**src/include/rast_cfg.svh**
```systemverilog
`ifndef RAST_CFG_SVH
`define RAST_CFG_SVH

// Fixed-point format shared by the raster stage
// Integer part is SIGFIG-RADIX bits
`define RAST_SIGFIG 24   // Bits per position and color value
`define RAST_RADIX  10   // Fraction bits

// Triangle geometry
`define RAST_VERTS  3    // Vertices per triangle
`define RAST_AXIS   3    // Axes per vertex (x y z)

// Shading
`define RAST_COLORS 3    // Color channels

// Code 1000 is one sample per pixel
// Each step down the one-hot code halves the sample pitch

`endif

```
**src/verilog/rast_pkg.sv**
```systemverilog
`default_nettype none

`include "rast_cfg.svh"

// Types shared by the raster iterator
package rast_pkg;

    // Signed fixed-point position
    typedef logic signed [`RAST_SIGFIG-1:0] coord_t;

    // Unsigned color channel
    typedef logic [`RAST_SIGFIG-1:0] color_t;

    // One-hot MSAA code (1000 1x  0100 4x  0010 16x  0001 64x)
    typedef logic [3:0] subsample_t;

    // Iterator states
    typedef enum logic {
        WAIT_STATE,   // Idle until a valid triangle
        TEST_STATE    // Walking the box
    } iter_state_t;

endpackage

`default_nettype wire

```
**src/verilog/quad_stepper.sv**
```systemverilog
`timescale 1ns/1ns
`default_nettype none

`include "rast_cfg.svh"

// Walks a bounding box in 2x2 sample quads
// Left to right then bottom to top
// Sample order in a quad is lower left, lower right, upper left, upper right
module quad_stepper (
    input  wire                       clk,                  // Clock
    input  wire                       rst,                  // Async reset
    input  wire                       load,                 // Capture box and restart
    input  wire rast_pkg::coord_t     box_R13S [1:0][1:0],  // Incoming box [corner][axis]
    input  wire rast_pkg::subsample_t subSample_RnnnnU,     // MSAA code
    output logic                      box_end,              // Current quad closes the box
    output rast_pkg::coord_t          sample_R14S_1 [1:0],  // (x, y)
    output rast_pkg::coord_t          sample_R14S_2 [1:0],  // (x+d, y)
    output rast_pkg::coord_t          sample_R14S_3 [1:0],  // (x, y+d)
    output rast_pkg::coord_t          sample_R14S_4 [1:0]   // (x+d, y+d)
);

    rast_pkg::coord_t     box_R14S [1:0][1:0];  // Held box
    rast_pkg::subsample_t sub_R14U;             // Held MSAA code
    rast_pkg::subsample_t sub_sel;              // Code in use this cycle
    rast_pkg::coord_t     samp_d;               // One sample apart
    rast_pkg::coord_t     samp_2d;              // Quad stride
    rast_pkg::coord_t     next_x;               // Next quad origin x
    rast_pkg::coord_t     next_y;               // Next quad origin y
    logic                 at_right_edg;         // Right column of the box
    logic                 at_top_edg;           // Top row of the box

    // Incoming code while loading, held code while walking
    assign sub_sel = load ? subSample_RnnnnU : sub_R14U;

    // Sample pitch from the one-hot code
    // Bit 3 of the code lands on the integer LSB
    assign samp_d = {{(`RAST_SIGFIG - `RAST_RADIX - 1){1'b0}},
                     sub_sel,
                     {(`RAST_RADIX - 3){1'b0}}};

    // Quads advance by two samples
    assign samp_2d = {samp_d[`RAST_SIGFIG-2:0], 1'b0};

    // Edge tests on the right-hand and upper samples of the quad
    assign at_right_edg = (sample_R14S_2[0] >= box_R14S[1][0]);
    assign at_top_edg   = (sample_R14S_3[1] >= box_R14S[1][1]);
    assign box_end      = at_right_edg && at_top_edg;

    // Origin of the next quad
    always_comb begin
        if (load) begin
            // Lower left of the incoming box
            next_x = box_R13S[0][0];
            next_y = box_R13S[0][1];
        end else if (box_end) begin
            // Park at lower left of the held box
            next_x = box_R14S[0][0];
            next_y = box_R14S[0][1];
        end else if (at_right_edg) begin
            // Wrap to left column one row of quads up
            next_x = box_R14S[0][0];
            next_y = sample_R14S_1[1] + samp_2d;
        end else begin
            next_x = sample_R14S_1[0] + samp_2d;   // Step right
            next_y = sample_R14S_1[1];
        end
    end

    // Box and code follow the input only while loading
    always_ff @(posedge clk or posedge rst) begin
        if (rst) begin
            box_R14S <= '{default: '0};
            sub_R14U <= '0;
        end else if (load) begin
            box_R14S <= box_R13S;
            sub_R14U <= subSample_RnnnnU;
        end
    end

    // Four sample registers
    // All four derive from the one origin
    always_ff @(posedge clk or posedge rst) begin
        if (rst) begin
            sample_R14S_1 <= '{default: '0};
            sample_R14S_2 <= '{default: '0};
            sample_R14S_3 <= '{default: '0};
            sample_R14S_4 <= '{default: '0};
        end else begin
            sample_R14S_1[0] <= next_x;
            sample_R14S_1[1] <= next_y;

            sample_R14S_2[0] <= next_x + samp_d;  // One sample right
            sample_R14S_2[1] <= next_y;

            sample_R14S_3[0] <= next_x;
            sample_R14S_3[1] <= next_y + samp_d;  // One sample up

            sample_R14S_4[0] <= next_x + samp_d;  // Diagonal
            sample_R14S_4[1] <= next_y + samp_d;
        end
    end

endmodule

`default_nettype wire

```
**config.mk**
```make
export PLATFORM = sky130hd
export DESIGN_NAME = quad_stepper
export DESIGN_NICKNAME = d
export VERILOG_FILES = /design/src/verilog/rast_pkg.sv /design/src/verilog/quad_stepper.sv
export VERILOG_INCLUDE_DIRS = /design/src /design/src/include
export SDC_FILE = /design/constraint.sdc
export NUM_CORES = 1
export LEC_CHECK = 0
export BUFFER_PORTS_ARGS = -buffer_cell sky130_fd_sc_hd__buf_4
export CAP_MARGIN = 40
export CORE_MARGIN = 2
export CORE_UTILIZATION = 45
export CTS_CLUSTER_DIAMETER = 150
export DETAILED_ROUTE_END_ITERATION = 16
export PLACE_DENSITY = 0.81
export SYNTH_ARGS = -nofsm -noshare
export SYNTH_HDL_FRONTEND = slang
export SYNTH_SLANG_ARGS = --single-unit
```
**constraint.sdc**
```tcl
create_clock -name clk -period 4.5 [get_ports clk]
set_input_delay 0 -clock clk [delete_from_list [all_inputs] [get_ports clk]]
set_output_delay 0 -clock clk [all_outputs]
set_load 0.02 [all_outputs]
```
After elaboration in Yosys (flattened, before gate mapping)
Cells that the tools add are included.

$add $sub $neg: 4. Multiply operators: 0. Div/mod/pow operators: 0. $lt $le $gt $ge: 2. Equal/unequal tests: 0. Shift-type cells: 0. Muxes and demuxes: 7. Bitwise gates (word level): 0. Reductions and logical operators: 1.

Operator list (count): 24-bit 2-to-1 mux (6); 24-bit by 12-bit adder with 24-bit output (2); 24-bit by 13-bit adder with 24-bit output (2); 24-bit greater-or-equal comparator (2); 4-bit 2-to-1 mux (1); 1-bit logical AND (1).

Register bits: 196. Latch bits: 0. Bits in writable memories: 0. Bits in read-only memories: 0. Input bits: 103. Output and inout bits: 193. Memories: 0.

Logic depth before layout (Yosys ltp)
Gate-level depths: netlist of the first run.

Word-level depth: 6. Depth in mapped cells: 23. Gate-level depth less buffers: 20.

Worst setup path after synthesis of the first run
OpenSTA, ideal clock, no wires.

Kind: register to register. Start point: register sample_R14S_4[23] (netlist name). End point: register sample_R14S_4[47] (netlist name). Library setup time: 0.130 ns. Arrival time: 4.075 ns. Data required time: 4.370 ns. Setup slack: 0.295 ns. Stages on the path, launching flop included: 23. Clock period less this slack: 4.205 ns. Path through: dfrtp_1 -> ha_1 -> buf_4 -> nand4_4 -> nor4_2 -> o211ai_1 -> nand4_1 -> o21ai_2 -> or3_1 -> buf_6 -> buf_6 -> nor2_1 -> a21oi_1 -> o21ai_0 -> ha_1 -> inv_1 -> fa_1 -> inv_1 -> a21o_1 -> a21oi_1 -> nor4_4 -> nand4_1 -> xnor2_1.

RTL lines: to (decl) (line quad_stepper.sv:19) `output rast_pkg::coord_t sample_R14S_4 [1:0]`.

==> results of run 1 <==
## cell type report
cell class	instances	area [um^2]	share of cell area
Timing Repair Buffer	426	3510	0.253
Tap cell	285	357	0.0257
Clock buffer	17	425	0.0307
Inverter	99	375	0.0271
Sequential cell	182	4560	0.328
Clock inverter	15	208	0.0150
Multi-Input combinational cell	599	4440	0.320
## critical path, cell delays in order (launching register included)
cell and delay, ns:
dfrtp_1 0.39, ha_1 0.30, nand4_1 0.28, nor4_4 0.31, o211ai_1 0.24, nand4_1 0.20, o21ai_2 0.11, or3_4 0.41
nor2_4 0.11, a21oi_2 0.04, o21ai_2 0.18, ha_2 0.21, inv_2 0.04, fa_2 0.36, inv_2 0.05, a21o_1 0.14
a21oi_4 0.08, nor4_4 0.41, nand4_1 0.16, xnor2_1 0.16
## timing repair
action | CTS | global route
endpoints found under the hold margin | 322 | 0
pin swaps | 0 | 21
resized for setup | 1 | 25
setup buffers | 0 | 9
hold buffers | 109 | 0
setup endpoints to repair | 3 | 16
## metrics by stage
step / worst slack [ns] / total power, W / setup TNS (ns)
floorplan: 0.295 / 0.00473 / 0
global placement: 0.168 / 0.00569 / 0
detailed placement: 0.00573 / 0.00576 / 0
CTS: 0.0130 / 0.00745 / 0
global route: -0.0364 / 0.00797 / -0.0778
finish: 0.182 / 0.00757 / 0
## synth_stat cells, types with 5 or more instances
library cell,count,share of area
dfrtp_1,182,0.45
nand2_1,131,0.048
buf_4,114,0.084
inv_1,97,0.036
o21ai_0,86,0.042
ha_1,64,0.078
a21oi_1,42,0.021
mux2_2,37,0.041
xnor2_1,34,0.029
nor2_1,28,0.010
xor2_1,21,0.018
clkbuf_1,19,0.0070
nand4_1,16,0.0098
o211ai_1,15,0.011
mux2i_1,12,0.012
nor3_1,10,0.0049
a21o_1,9,0.0066
nand3_1,9,0.0044
o221a_2,6,0.0066
buf_6,5,0.0055
nor2b_1,5,0.0031
## kinds of logic after synthesis
| logic type | Yosys count | share of synthesized area |
|---|---|---|
| mux | 49 | 0.0525 |
| buf+inv | 241 | 0.134 |
| simple gates | 234 | 0.116 |
| compound gates | 193 | 0.118 |
| fa+ha+maj | 68 | 0.0862 |
| flops | 182 | 0.446 |
| xor+xnor | 55 | 0.0471 |
## routing by layer
layer / track usage / share of wire
met1: 0.302 / 0.41
met2: 0.410 / 0.51
met3: 0.0431 / 0.052
met4: 0.0794 / 0.024
met5: 0 / 0
## sequential cells by signal, summed over array words and instances, names as in the netlist
name	cells
box_R14S	96
sample_R14S_4	48
sample_R14S_2	17
sample_R14S_3	17
sub_R14U	4
## power groups by stage
stage	logic [W]	clock network (W)	registers [W]
2_1_floorplan	0.00221	0	0.00252
3_3_place_gp	0.00335	0	0.00234
3_5_place_dp	0.00341	0	0.00235
4_1_cts	0.00351	0.00162	0.00233
5_1_grt	0.00391	0.00169	0.00238
6_report	0.00365	0.00159	0.00233
## worst paths after layout
kind	depth (start not counted)	end	slack, ns	start
setup / recovery	19	sample_R14S_4[47]$_DFF_PP0_	0.18	sample_R14S_4[17]$_DFF_PP0_
hold / removal	4	sub_R14U[1]$_DFF_PP0_	0.20	subSample_RnnnnU[1]
setup reg to reg	19	sample_R14S_4[47]$_DFF_PP0_	0.18	sample_R14S_4[17]$_DFF_PP0_
hold reg to reg	2	box_R14S[36]$_DFFE_PP0P_	0.48	box_R14S[36]$_DFFE_PP0P_
max in group asynchronous	4	box_R14S[48]$_DFFE_PP0P_	3.28	rst
min in group asynchronous	4	box_R14S[64]$_DFFE_PP0P_	0.34	rst
==> results.yml, run 1 <==
run:
  drv_cap: 0
pwr:
  power.internal_w: 0.00435
  swShare: 0.425
  pwr-share-seq: 0.308
  power_frac_clock: 0.210
  p_leak_nw: 6.70
  p_switching_w: 0.00322
  combPwrFrac: 0.482
  pwr_density_cell_mw_per_mm2: 546
  peakVddDrop_mv: 0.281
cells_and_area:
  most-common-layout-cells: "312 x buf_4, 181 x dfrtp_1, 131 x nand2_1, 109 x dlygate4sd3_1, 94 x inv_1"
  instances_no_fill: 1623
  finalNetCount: 1496
  fill_cells: 1784
  drive_above_1_share: 0.329
  final_util: 0.618
  n_antenna_cell: 0
  final_area_mm2: 0.0139
  areaGrowthSynthToFinish_pct: 35.7
  layout_commonest_cell: "buf_4"
global_route:
  overflow: 0
  grt_usage: 0.237
  first_global_vias: 8454
  grt_max_degree: 183
  antenna_found_initial: 0
  grt_pass1_wl_um: 44800
route:
  drtIter0Drc: 466
  post-route-drc-count: 0
  drt-total-wl_um: 28600
  vias: 8422
  ant_nets: 0
  via_per_inst: 5.19
  drt_first_pass_iters: 5
  wl_per_cell_um: 17.6
timing:
  fmax_mhz: 232
  slew_headroom: 0.283
  slew_viol_final: 0
  hold_ws_ns: 0.198
  setup_viol: 0
  finalHoldViolCount: 0
  skew_ns: 0.0132
  finalCriticalPeriod_ns: 4.32
  max_slew.worst_pin.slew_ns: 1.08
  period_share: 0.960
place:
  dp_cells: 1473
  dpl_cell_area_mm2: 0.0119
  gp_congestion: 0.877
  dp_hpwl_um: 19900
  io_buffers: 295
die:
  ios: 296
  dieArea_mm2: 0.0239
  fp.dieH_um: 155
  die_w_um: 155
  initial_core_util: 0.455
  coreArea_mm2: 0.0224
  rows: 55
synth:
  synth_ff_type: "dfrtp_1"
  synth-async-reset-ratio: 1.00
  ys_seq_area_frac: 0.446
  ys_seq_elements: 182
  mappedNetlistArea_mm2: 0.0102
  syn_nets: 1193
  synth.avg_cell_area_um2: 10.0
  yosysWarningCount: 0
  synth_cells: 1022
  ys_types: 62
  synth_edf_count: 0
clocking:
  htreeDepth: 4
  cts_tree: "yes"
  path_clk_slew_ns: 0.08
  cts_sinks: 182
  root_buffer: "clkbuf_16"
  clk-insertion-delay-late_ns: 0.44
  cts.path.max_buffers: 2
  cts_buffers: 17
worst_setup_path:
  endpoint_kind: "register"
  critPathLaunchType: "register"
  cp.arrival_ns: 4.62
  path_class: "reg2reg"
  crit_path_max_fanout: 6
  crit_required_ns: 4.81
run_status:
  status: "finished, final reports clean"
worst_hold_path:
  hp-class: "in2reg"
Power figures use the tool's default switching activity.
==> run 2: changes to the inputs <==
--- a/config.mk
+++ b/config.mk
@@ -9,10 +9,12 @@
 export BUFFER_PORTS_ARGS = -buffer_cell sky130_fd_sc_hd__buf_4
 export CAP_MARGIN = 40
 export CORE_MARGIN = 2
-export CORE_UTILIZATION = 45
+export CORE_UTILIZATION = 48
 export CTS_CLUSTER_DIAMETER = 150
+export CTS_CLUSTER_SIZE = 16
 export DETAILED_ROUTE_END_ITERATION = 16
-export PLACE_DENSITY = 0.81
+export PLACE_DENSITY = 0.85
+export SLEW_MARGIN = 20
 export SYNTH_ARGS = -nofsm -noshare
 export SYNTH_HDL_FRONTEND = slang
 export SYNTH_SLANG_ARGS = --single-unit
==> results.yml, run 2 (synthesis gave the netlist of run 1 again) <==
run_status:
  status: "finished, final reports clean"
worst_hold_path:
  hp-class: "in2reg"
die:
  coreArea_mm2: 0.0210
  rows: 53
  ios: 296
  fp.dieH_um: 150
  dieArea_mm2: 0.0225
  die_w_um: 150
  initial_core_util: 0.488
timing:
  finalCriticalPeriod_ns: 4.34
  slew_viol_final: 0
  finalHoldViolCount: 0
  max_slew.worst_pin.slew_ns: 1.09
  slew_headroom: 0.272
  fin_setup_tns_ns: 0
  period_share: 0.964
  skew_ns: 0.0147
  fmax_mhz: 230
  setup_viol: 0
  worst_slack_ns: 0.162
worst_setup_path:
  path_class: "reg2reg"
  cp.arrival_ns: 4.65
  crit_path_max_fanout: 7
  endpoint_kind: "register"
  crit_required_ns: 4.81
  critPathLaunchType: "register"
global_route:
  first_global_vias: 8733
  antenna_found_initial: 0
  grt_pass1_wl_um: 45400
  overflow: 0
  grt_max_degree: 183
  grt_usage: 0.259
cells_and_area:
  areaGrowthSynthToFinish_pct: 34.8
  instances_no_fill: 1613
  largest-register: "box_R14S"
  most-common-layout-cells: "324 x buf_4, 180 x dfrtp_1, 131 x nand2_1, 100 x dlygate4sd3_1, 96 x inv_1"
  finalNetCount: 1496
  drive_above_1_share: 0.333
  largestRegisters: "box_R14S (96), sample_R14S_4 (48)"
  fill_cells: 1527
  final_area_mm2: 0.0138
  layout_commonest_cell: "buf_4"
  n_antenna_cell: 0
  largest_reg_flops: 96
route:
  ant_nets: 0
  wl_per_cell_um: 18.4
  via_per_inst: 5.32
  post-route-drc-count: 0
  drt-total-wl_um: 29800
  vias: 8589
  drtIter0Drc: 482
  drt_first_pass_iters: 5
place:
  dp_hpwl_um: 19800
  dpl_cell_area_mm2: 0.0119
  io_buffers: 295
  gp_congestion: 0.896
  dp_cells: 1463
  pre_cts_ws_ns: 0.139
pwr:
  fin_total_pwr_w: 0.00758
  p_leak_nw: 6.68
  pwr_density_cell_mw_per_mm2: 550
  peakVddDrop_mv: 0.315
clocking:
  path_clk_slew_ns: 0.07
  cts_tree: "yes"
  root_buffer: "clkbuf_16"
  htreeDepth: 4
  cts.path.max_buffers: 2
  cts_sinks: 182
  cts_buffers: 17
  clk-insertion-delay-late_ns: 0.43
run:
  drv_cap: 0
run 2: cell count changes in the layout (fill, tap and decap cells not counted), moves of 3 or more:
cell           delta
dlygate4sd3_1     -9
buf_4            +12
clkinv_8          -3
buf_6             -3
o21ai_1           +3
run 2: repair_timing:
action | CTS | global route
hold buffers | 100 | 0
resized for setup | 0 | 24
setup endpoints to repair | 0 | 22
setup buffers | 0 | 17
hold endpoints to repair | 324 | 0
run 2: area by class of cell:
type	count	area (um^2)	share of cell area
Clock buffer	17	425	0.0309
Clock inverter	15	185	0.0134
Inverter	99	375	0.0273
Multi-Input combinational cell	599	4410	0.320
Sequential cell	182	4560	0.331
Tap cell	275	344	0.0250
Timing Repair Buffer	426	3470	0.252
run 2: where the power goes:
| part | leakage (nW) | total (W) | internal, W | switching, W |
|---|---|---|---|---|
| registers | 2.18 | 0.00233 | 0.00195 | 0.000380 |
| logic | 4.21 | 0.00370 | 0.00158 | 0.00212 |
| clock network | 0.290 | 0.00155 | 0.000843 | 0.000704 |
run 2: final timing paths:
path | slack (ns) | cells past startpoint | endpoint | start
min reg2reg | 0.48 | 2 | box_R14S[42]$_DFFE_PP0P_ | box_R14S[42]$_DFFE_PP0P_
min in group asynchronous | 0.31 | 4 | box_R14S[28]$_DFFE_PP0P_ | rst
max | 0.16 | 20 | sample_R14S_4[47]$_DFF_PP0_ | sample_R14S_4[15]$_DFF_PP0_
max in group asynchronous | 3.24 | 4 | sample_R14S_4[33]$_DFF_PP0_ | rst
min | 0.02 | 3 | box_R14S[52]$_DFFE_PP0P_ | load
max reg2reg | 0.16 | 20 | sample_R14S_4[47]$_DFF_PP0_ | sample_R14S_4[15]$_DFF_PP0_
run 2: critical path, cell delays in order (launching register included):
cell and delay [ns]:
dfrtp_1 0.44, ha_4 0.31, nand4_1 0.09, buf_4 0.17, nor4_4 0.33, o211ai_1 0.17
nand4_1 0.16, o21ai_2 0.12, or3_4 0.41, nor2_1 0.09, a21oi_1 0.05, o21ai_1 0.19
ha_2 0.21, inv_1 0.05, fa_2 0.34, inv_1 0.07, a21o_1 0.12, a21oi_2 0.09
nor4_4 0.46, nand4_1 0.18, xnor2_1 0.16
run 2: metal layers:
layer  wire length (um)  part of all wire  GRT usage  vias up
met5                  0                 0          0        -
met4               1220             0.041      0.117        0
met3               1900             0.064     0.0494       93
met2              15100              0.51      0.442      418
met1              11600              0.39      0.318     4130
li1                   -                 -          -     3948
run 2: metrics by stage:
stage	utilization	hold WS, ns
6_report	0.657	0.0235
4_1_cts	0.645	0.00305
3_3_place_gp	0.568	0.208
2_1_floorplan	-	0.117
3_5_place_dp	0.568	0.214
5_1_grt	0.657	0.0268
